<file path="src/include/memCtl_settings.svh">
`ifndef MEMCTL_SETTINGS_SVH
`define MEMCTL_SETTINGS_SVH

// Microcode field widths
`define MEM_W 4
`define MAGIC_W 9
`define DRMA_W 3

// Request address with the section at its top
`define ADDR_W 24
`define SECT_W 6
`define MAX_SECTION 31

// Request flag vectors
`define CYC_W 5
`define CTX_W 4

`endif

</file>
<file path="src/logic/uCodePkg.sv">
`include "memCtl_settings.svh"

package uCodePkg;

  typedef logic [`MEM_W-1:0] memField_t;
  typedef logic [`MAGIC_W-1:0] magic_t;
  typedef logic [`DRMA_W-1:0] drmA_t;

  // Value is the memory field itself
  typedef enum logic [`MEM_W-1:0] {
    none        = 4'd0,
    regFunc     = 4'd1,
    condFetch   = 4'd2,
    bWrite      = 4'd3,
    aRead       = 4'd4,
    restoreVma  = 4'd5,
    mbWait      = 4'd6,
    arlInd      = 4'd7,
    adFunc      = 4'd8,
    eaCalc      = 4'd9,
    loadAr      = 4'd10,
    loadArx     = 4'd11,
    rwCycle     = 4'd12,
    rpwCycle    = 4'd13,
    write       = 4'd14,
    uncondFetch = 4'd15
  } memFunc_e;

  // Magic bits with a fixed meaning here
  localparam int MAGIC_COND = 5;
  localparam int MAGIC_PREV = 5;

endpackage

</file>
<file path="src/logic/memReqPkg.sv">
`include "memCtl_settings.svh"

package memReqPkg;

  typedef logic [`ADDR_W-1:0] addr_t;
  typedef logic [`SECT_W-1:0] section_t;

  // {loadAr, loadArx, pause, write, fetch}
  typedef logic [`CYC_W-1:0] cycFlags_t;
  // {user, public, previous, extended}
  typedef logic [`CTX_W-1:0] ctxFlags_t;

  localparam int CYC_LOAD_AR = 4;
  localparam int CYC_LOAD_ARX = 3;
  localparam int CYC_PAUSE = 2;
  localparam int CYC_WRITE = 1;
  localparam int CYC_FETCH = 0;

  localparam int CTX_USER = 3;
  localparam int CTX_PUBLIC = 2;
  localparam int CTX_PREVIOUS = 1;
  localparam int CTX_EXTENDED = 0;

endpackage

</file>
<file path="src/logic/memFuncDecode.sv">
`timescale 1ns/1ps

module memFuncDecode
  import uCodePkg::*;
  import memReqPkg::*;
(
  input  memField_t stepMem,
  input  magic_t    stepMagic,
  input  drmA_t     stepDrmA,
  output memFunc_e  func,
  output cycFlags_t cycNext
);

  assign func = memFunc_e'(stepMem);

  always_comb begin
    logic [3:0] eaBits;
    logic isARead;
    logic aRead367;
    logic rwOrRpw;
    logic fetchEn;

    // EA calc lets magic 3..0 request a cycle directly
    eaBits = (func == eaCalc) ? stepMagic[3:0] : 4'b0000;
    isARead = (func == aRead);
    aRead367 = isARead &
               (stepDrmA == 3'd3 || stepDrmA == 3'd6 || stepDrmA == 3'd7);
    rwOrRpw = (func == rwCycle) || (func == rpwCycle);

    fetchEn = (func == uncondFetch) ||
              ((func == condFetch) && stepMagic[MAGIC_COND]);

    cycNext = '0;
    cycNext[CYC_FETCH] = fetchEn;
    cycNext[CYC_LOAD_AR] = (func == loadAr) || rwOrRpw ||
                           (isARead && stepDrmA[2]) || eaBits[3];
    cycNext[CYC_LOAD_ARX] = (func == loadArx) || fetchEn || eaBits[2];
    cycNext[CYC_PAUSE] = (func == rpwCycle) ||
                         (isARead && stepDrmA == 3'd7) || eaBits[1];
    cycNext[CYC_WRITE] = (func == write) || rwOrRpw || (func == bWrite) ||
                         aRead367 || eaBits[0];
  end

endmodule

</file>
<file path="src/logic/cycleTypeReg.sv">
`timescale 1ns/1ps

module cycleTypeReg
  import memReqPkg::*;
(
  input  logic      clk,
  input  logic      rst,
  input  logic      load,
  input  cycFlags_t cycNext,
  output cycFlags_t cyc,
  output logic      hasCycle
);

  // Cycle type of the step last accepted
  always_ff @(posedge clk) begin
    if (rst) begin
      cyc <= '0;
    end else if (load) begin
      cyc <= cycNext;
    end
  end

  // Any flag set means the box must be asked for a cycle
  assign hasCycle = |cyc;

endmodule

</file>
<file path="src/logic/vmaContext.sv">
`timescale 1ns/1ps
`include "memCtl_settings.svh"

module vmaContext
  import uCodePkg::*;
  import memReqPkg::*;
(
  input  logic      clk,
  input  logic      rst,
  input  logic      load,
  input  memFunc_e  func,
  input  magic_t    stepMagic,
  input  addr_t     stepAd,
  input  logic      userMode,
  input  logic      publicMode,
  input  logic      pxctEn,
  input  logic      prevUser,
  output addr_t     reqAddr,
  output ctxFlags_t reqCtx,
  output logic      reqAdrErr
);

  section_t  section;
  ctxFlags_t ctxNext;
  logic      adrErrNext;

  assign section = stepAd[`ADDR_W-1 -: `SECT_W];

  always_comb begin
    logic prevEn;
    logic userEn;
    logic extEn;

    // Previous context only for a PXCT'd EA calc
    prevEn = pxctEn && (func == eaCalc) && stepMagic[MAGIC_PREV];
    userEn = prevEn ? prevUser : userMode;
    extEn = (section != '0) && ((func == eaCalc) || (func == aRead));

    ctxNext = '0;
    ctxNext[CTX_USER] = userEn;
    ctxNext[CTX_PUBLIC] = publicMode && !userEn;
    ctxNext[CTX_PREVIOUS] = prevEn;
    ctxNext[CTX_EXTENDED] = extEn;

    adrErrNext = extEn && (section > section_t'(`MAX_SECTION));
  end

  always_ff @(posedge clk) begin
    if (rst) begin
      reqAddr <= '0;
      reqCtx <= '0;
      reqAdrErr <= 1'b0;
    end else if (load) begin
      reqAddr <= stepAd;
      reqCtx <= ctxNext;
      reqAdrErr <= adrErrNext;
    end
  end

endmodule

</file>
<file path="src/logic/mboxRequester.sv">
`timescale 1ns/1ps

module mboxRequester
  import memReqPkg::*;
(
  input  logic       clk,
  input  logic       rst,
  input  logic       stepValid,
  output logic       stepReady,
  output logic       load,
  input  logic       hasCycle,
  input  cycFlags_t  cyc,
  input  ctxFlags_t  reqCtx,
  input  logic       reqAdrErr,
  output logic       reqValid,
  input  logic       reqReady,
  input  logic [1:0] diagSel,
  output logic [3:0] diagData
);

  logic      stepLoaded;
  logic      reqDone;
  cycFlags_t heldCyc;
  ctxFlags_t heldCtx;
  logic      heldAdrErr;

  // Request is pending while the loaded step still wants a cycle
  assign reqValid = stepLoaded & hasCycle;
  assign reqDone = reqValid & reqReady;
  assign stepReady = ~reqValid | reqReady;
  assign load = stepValid & stepReady;

  always_ff @(posedge clk) begin
    if (rst) begin
      stepLoaded <= 1'b0;
    end else if (load) begin
      stepLoaded <= 1'b1;
    end else if (reqDone) begin
      stepLoaded <= 1'b0;
    end
  end

  // Held copy of the last request taken by the memory box
  always_ff @(posedge clk) begin
    if (rst) begin
      heldCyc <= '0;
      heldCtx <= '0;
      heldAdrErr <= 1'b0;
    end else if (reqDone) begin
      heldCyc <= cyc;
      heldCtx <= reqCtx;
      heldAdrErr <= reqAdrErr;
    end
  end

  always_comb begin
    case (diagSel)
      2'd0: diagData = heldCyc[3:0];
      2'd1: diagData = heldCtx;
      2'd2: diagData = {heldCyc[CYC_FETCH], heldAdrErr, 2'b00};
      default: diagData = 4'b0000;
    endcase
  end

endmodule

</file>
<file path="src/logic/memCtl.sv">
`timescale 1ns/1ps

module memCtl
  import uCodePkg::*;
  import memReqPkg::*;
(
  input  logic       clk,
  input  logic       rst,
  input  logic       stepValid,
  output logic       stepReady,
  input  memField_t  stepMem,
  input  magic_t     stepMagic,
  input  drmA_t      stepDrmA,
  input  addr_t      stepAd,
  input  logic       userMode,
  input  logic       publicMode,
  input  logic       pxctEn,
  input  logic       prevUser,
  output logic       reqValid,
  input  logic       reqReady,
  output addr_t      reqAddr,
  output cycFlags_t  reqCyc,
  output ctxFlags_t  reqCtx,
  output logic       reqAdrErr,
  input  logic [1:0] diagSel,
  output logic [3:0] diagData
);

  memFunc_e  func;
  cycFlags_t cycNext;
  logic      load;
  logic      hasCycle;

  memFuncDecode uDecode (
    .stepMem  (stepMem),
    .stepMagic(stepMagic),
    .stepDrmA (stepDrmA),
    .func     (func),
    .cycNext  (cycNext)
  );

  cycleTypeReg uCycReg (
    .clk     (clk),
    .rst     (rst),
    .load    (load),
    .cycNext (cycNext),
    .cyc     (reqCyc),
    .hasCycle(hasCycle)
  );

  vmaContext uContext (
    .clk       (clk),
    .rst       (rst),
    .load      (load),
    .func      (func),
    .stepMagic (stepMagic),
    .stepAd    (stepAd),
    .userMode  (userMode),
    .publicMode(publicMode),
    .pxctEn    (pxctEn),
    .prevUser  (prevUser),
    .reqAddr   (reqAddr),
    .reqCtx    (reqCtx),
    .reqAdrErr (reqAdrErr)
  );

  mboxRequester uRequester (
    .clk      (clk),
    .rst      (rst),
    .stepValid(stepValid),
    .stepReady(stepReady),
    .load     (load),
    .hasCycle (hasCycle),
    .cyc      (reqCyc),
    .reqCtx   (reqCtx),
    .reqAdrErr(reqAdrErr),
    .reqValid (reqValid),
    .reqReady (reqReady),
    .diagSel  (diagSel),
    .diagData (diagData)
  );

endmodule

</file>
<file path="config.mk">
export PLATFORM = sky130hd
export DESIGN_NAME = memCtl
export DESIGN_NICKNAME = d
export VERILOG_FILES = /design/src/logic/uCodePkg.sv /design/src/logic/memReqPkg.sv /design/src/logic/memFuncDecode.sv /design/src/logic/cycleTypeReg.sv /design/src/logic/vmaContext.sv /design/src/logic/mboxRequester.sv /design/src/logic/memCtl.sv
export VERILOG_INCLUDE_DIRS = /design/src /design/src/include
export SDC_FILE = /design/constraint.sdc
export NUM_CORES = 1
export LEC_CHECK = 0
export BUFFER_PORTS_ARGS = -buffer_cell sky130_fd_sc_hd__buf_4
export CORE_UTILIZATION = 41
export CTS_BUF_LIST = sky130_fd_sc_hd__clkbuf_8 sky130_fd_sc_hd__clkbuf_16
export DETAILED_ROUTE_END_ITERATION = 6
export PLACE_DENSITY = 0.75
export SETUP_SLACK_MARGIN = 0.5
export SLEW_MARGIN = 20
export SYNTH_ARGS = -nofsm -noshare
export SYNTH_HDL_FRONTEND = slang
export SYNTH_SLANG_ARGS = --single-unit
</file>
<file path="constraint.sdc">
create_clock -name clk -period 1.5 [get_ports clk]
set_input_delay 0.225 -clock clk [delete_from_list [all_inputs] [get_ports clk]]
set_output_delay 0.225 -clock clk [all_outputs]
set_load 0.01 [all_outputs]
</file>
# Word level (Yosys, flattened, before mapping)
# Cells that the tools add are included.
[totals] register_bits=44 in_bits=50 word_cells=64
[classes] n_lt_le_gt_ge=1 n_eq_ne=15 n_mux=5 n_bitwise=6 n_reduce_logical=29
[op_table] op="equality test 4 bit (second input constant)" n=7
[op_table] op="logical OR 1 bit" n=16
[op_table] op="one-hot mux 4 bit (3 select lines)" n=1
[op_table] op="equality test 4 x 2 -> 1 bit (second input constant)" n=2
[op_table] op="logical AND 1 bit" n=8
[op_table] op="equality test 3 bit (second input constant)" n=2
[op_table] op="greater-than comparator 6 x 5 -> 1 bit (second input constant)" n=1
[op_table] op="nonzero test 6 bit" n=1
[op_table] op="OR reduction 5 bit" n=1
[op_table] op="AND 1 bit" n=4
[op_table] op="equality test 4 x 3 -> 1 bit (second input constant)" n=1
[op_table] op="2-to-1 mux 4 bit" n=1
[op_table] op="equality test 3 x 2 -> 1 bit (second input constant)" n=1
[op_table] op="2-to-1 mux 1 bit" n=3
[op_table] op="equality test 2 x 1 -> 1 bit (second input constant)" n=1
[op_table] op="equality test 2 bit (second input constant)" n=1
[op_table] op="zero test 2 bit" n=1
[op_table] op="nonzero test 2 bit" n=1
[op_table] op="zero test 1 bit" n=1
[op_table] op="inverter 1 bit" n=1
[op_table] op="OR 1 bit" n=1

# Longest topological paths before layout
[logic_depth] word_depth=6 mapped_depth=6

# Cells and area by module
# A second synthesis with hierarchy kept.
[unflattened] hier_cells=217 area_unflattened_um2=2129.5
[by_module_without_submodules] module="vmaContext" n_inst=1 cells_per_inst=109 area_each_um2=1147.4
[by_module_without_submodules] module="mboxRequester" n_inst=1 cells_per_inst=56 area_each_um2=563.0
[by_module_without_submodules] module="memFuncDecode" n_inst=1 cells_per_inst=33 area_each_um2=226.5
[by_module_without_submodules] module="cycleTypeReg" n_inst=1 cells_per_inst=19 area_each_um2=192.7

# Worst setup path before layout
# No wires, ideal clock.
[synth_path] kind="register to register" from="reg uCycReg.cyc[3]" to="reg uRequester.heldAdrErr" arrival_ns=1.480 setup_slack_ns=-0.108 path_stages_with_launch=5 path_buffers=0 cell_sequence="dfxtp_1 > or3_4 > o311ai_4 > mux2i_1 > nor2_1"
[synth_via] elab_chain_cells=3
[synth_rtl] item="from (decl)" line_no="cycleTypeReg.sv:10" source="output cycFlags_t cyc,"
[synth_rtl] item="from (signal assigned)" line_no="cycleTypeReg.sv:19" source="cyc <= cycNext;"
[synth_rtl] item="OR reduction 5 bit" line_no="cycleTypeReg.sv:24" source="assign hasCycle = |cyc;"
[synth_rtl] item="AND 1 bit" line_no="mboxRequester.sv:28" source="assign reqValid = stepLoaded & hasCycle;"
[synth_rtl] item="AND 1 bit" line_no="mboxRequester.sv:29" source="assign reqDone = reqValid & reqReady;"
[synth_rtl] item="to (signal assigned)" line_no="mboxRequester.sv:52" source="heldAdrErr <= reqAdrErr;"
[synth_rtl] item="to (decl)" line_no="mboxRequester.sv:25" source="logic heldAdrErr;"
# No other way between the ends.
# A chain may end at the register's enable or synchronous reset.

# Worst setup path after layout
[layout_path] from="reg uCycReg.cyc[4]" to="reg uRequester.heldCtx[3]"
[layout_via] elab_chain_cells=3
[layout_rtl] item="OR reduction 5 bit" line_no="cycleTypeReg.sv:24"
[layout_rtl] item="AND 1 bit" line_no="mboxRequester.sv:28"
[layout_rtl] item="AND 1 bit" line_no="mboxRequester.sv:29"
[layout_rtl] item="to (signal assigned)" line_no="mboxRequester.sv:51" source="heldCtx <= reqCtx;"
[layout_rtl] item="to (decl)" line_no="mboxRequester.sv:24" source="ctxFlags_t heldCtx;"
# No other way between the ends.

==> impl_metrics.yaml <==
status:
  status: "complete, but fails checks"
  violations: "setup timing"
worst_setup_path:
  startpoint_type: "flop"
  timing.rr.end: "uRequester.heldCtx[3]"
  path_class: "flop to flop"
  r2r-start: "uCycReg.cyc[4]"
  worst-endpoint-required_ns: 1.68
  worstPathMaxFanout: 8
  reg2regPathDepth: 6
  end_kind: "flop"
  arrival_ns: 1.98
  reg2reg_setup_slack_ns: -0.30
run:
  cap_violations: 0
cells_and_area:
  multi_input_area_um2: 1430
  syn2layout_area_growth_pct: 121
  fin_area_um2: 4160
  nFillCells: 107
  nets: 412
  diodes: 0
  seq_area_um2: 948
  drive_gt1_share_pct: 77.7
  final_util_pct: 94.9
  layout.cells.non_filler: 415
global_route:
  grt_pass1_wl_um: 11200
  grt_max_degree: 26
  overflow: 0
  antenna_found_initial: 0
  grt_pass1_vias: 2207
  grt_use_total_pct: 29.9
route:
  drtAntennaViolNets: 0
  via_per_inst: 6.19
  drt-initial-drc-count: 166
  vias: 2569
  drc: 0
  routed_wire_length_per_instance_um: 24.4
  dr.pass1.iters: 7
  drt_wl_total_um: 10100
floorplanning:
  die_h_um: 69.7
  io_pins: 90
  die_w_um: 69.7
  die_area_um2: 4860
  start_util_pct: 42.9
  core_area_um2: 4380
  rows: 24
timing:
  max_slew_margin_pct: 47.6
  setup_viol: 46
  final.setup_skew_ns: 0.0107
  fin_crit_sh_pct: 120
  setup_ws_ns: -0.301
  fin_setup_tns_ns: -7.10
  clock.fmax_ghz: 0.555
  hold_violations: 0
  drv_slew: 0
  min_period_ns: 1.80
  holdWs_ns: 0.154
  rsz0062_at_grt: "yes"
  max_slew.worst_pin.slew_ns: 0.779
clock_network:
  clk_latency_ns: 0.31
  htreeDepth: 2
  cts.sink_count: 44
  cts_hold_buffers: 0
  path_clk_slew_ns: 0.10
  numCtsBuffers: 5
  cts_root_buffer: "clkbuf_8"
  clock_path_buffers: 2
  tritoncts: "yes"
hold_path:
  hp-start: "stepAd[22]"
  min_path_cells: 3
  min_to: "uContext.reqAddr[22]"
  hp-class: "primary input to flop"
placement:
  place_inst: 359
  place_congestion: 0.761
  hpwlAfterDp_um: 3570
  port_buffers: 85
  postPlaceCellArea_um2: 2700
  place_worst_setup_slack_ns: -0.0242
power_and_ir_drop:
  irDropWorstVdd_v: 0.00102
  power.total_mw: 4.22
  total_leakage_power_nw: 1.93
  p_per_area_nw_per_um2: 1010
yosys:
  yosysWarningCount: 0
  ys_ff_latch: 44
  synth.avg_cell_area_um2: 8.29
  yosysSeqAreaShare_pct: 46.8
  synthDistinctLibCells: 37
  synth_area_um2: 1880
  synth_nets: 277
  synth_cells: 227
placed cells by master (no fill, tap or decap), drive strengths merged, types with 2 or more instances in the layout:
cell and instances:
buf 145, o211ai 3, nor4 2, nand3b 2, nor2b 5, nand3 2, nor3 4, a32oi 3
inv 3, nor2 18, mux2i 11, a21oi 30, nand2 55, dfxtp 44, a211oi 3, o21ai 3
nor3b 4, nor4b 2, clkbuf 5
worst max-delay path: stages, from the launching register on:
cell and delay, ns:
dfxtp_2 0.35, or3_4 0.38, buf_4 0.16, o311ai_4 0.26
buf_12 0.17, mux2i_1 0.27, nor2_1 0.09
cells by family after synthesis:
| kind of cell | share of synthesized area [%] |
|---|---|
| AOI/OAI and AO/OA | 18.4 |
| muxes | 5.85 |
| buffers and inverters | 3.86 |
| DFF | 46.8 |
| and+or+nand+nor | 25.1 |
flip-flops by register name, summed over array words and instances (netlist names):
name                   flops
uContext.reqAddr          24
uContext.reqAdrErr         1
uContext.reqCtx            4
uCycReg.cyc                5
uRequester.heldAdrErr      1
uRequester.heldCtx         4
uRequester.heldCyc         4
uRequester.stepLoaded      1
worst max-delay path by stage:
| stage | slack (ns) | to | startpoint | cells past startpoint |
|---|---|---|---|---|
| 6_report | -0.30 | uRequester.heldCtx[3] | uCycReg.cyc[4] | 6 |
| 5_1_grt | -0.30 | uRequester.heldCtx[3] | uCycReg.cyc[4] | 6 |
| 4_1_cts | -0.21 | stepReady | uCycReg.cyc[0] | 4 |
| 3_5_place_dp | -0.02 | uRequester.heldCtx[3] | uCycReg.cyc[3] | 5 |
| 3_3_place_gp | 0.02 | uRequester.heldAdrErr | uCycReg.cyc[3] | 5 |
| 2_1_floorplan | -0.08 | uRequester.heldAdrErr | uCycReg.cyc[3] | 4 |
layer usage:
metal | global-route usage, % | part of all wire [%] | vias up
met1 | 34.3 | 35 | 1227
met2 | 53.8 | 50 | 213
met4 | 11.8 | 7.2 | 0
met3 | 6.54 | 7.3 | 68
li1 | - | - | 1061
met5 | 0 | 0 | -
where the power goes:
group | switching [mW] | leakage, nW | internal, mW | total [mW]
logic | 0.825 | 1.49 | 1.06 | 1.88
registers | 0.0995 | 0.378 | 1.28 | 1.38
clock network | 0.458 | 0.0591 | 0.504 | 0.962
total | 1.38 | 1.93 | 2.84 | 4.22
synthesized netlist by cell type:
library cell  instances  area share (%)
nand2b_1              1            0.33
and2_1                1            0.33
or4_1                 1            0.40
o31a_2                1            0.53
a21oi_1              30             8.0
a41oi_1               1            0.47
o211ai_1              3             1.2
clkbuf_1             13             2.6
nor3_1                4             1.1
nor2b_1               5             1.7
and4_1                1            0.47
mux2i_1              11             5.9
dfxtp_1              44              47
inv_1                 1            0.20
a41o_1                1            0.53
a211oi_1              3             1.2
o311ai_4              1             1.4
a32oi_1               3             1.4
o211a_1               1            0.53
nand4_1               1            0.33
nor3b_1               4             1.6
a31o_2                1            0.47
o22a_1                1            0.47
nand3b_1              2            0.80
buf_2                 4             1.1
and3_1                1            0.33
nor4_1                2            0.66
and3b_1               1            0.47
o21ai_0               3            0.80
nand2_1              55              11
a32o_1                1            0.53
a311oi_1              1            0.47
nand3_1               2            0.53
a211o_1               1            0.47
nor4b_1               2            0.93
nor2_1               18             3.6
or3_4                 1            0.60
layout make-up:
class                           instances  area share, %
Inverter                                1         0.0902
Clock inverter                          3           1.08
Tap cell                               52           1.56
Multi-Input combinational cell        165           34.2
Clock buffer                            5           1.65
Timing Repair Buffer                  145           38.6
Sequential cell                        44           22.8
timing repair:
item | in CTS | in global routing
pin swaps | 43 | 37
gates cloned | 10 | 0
endpoints found under the setup margin | 64 | 84
buffers inserted | 17 | 21
gates resized for setup | 100 | 120
(Power assumes the default switching activity.)
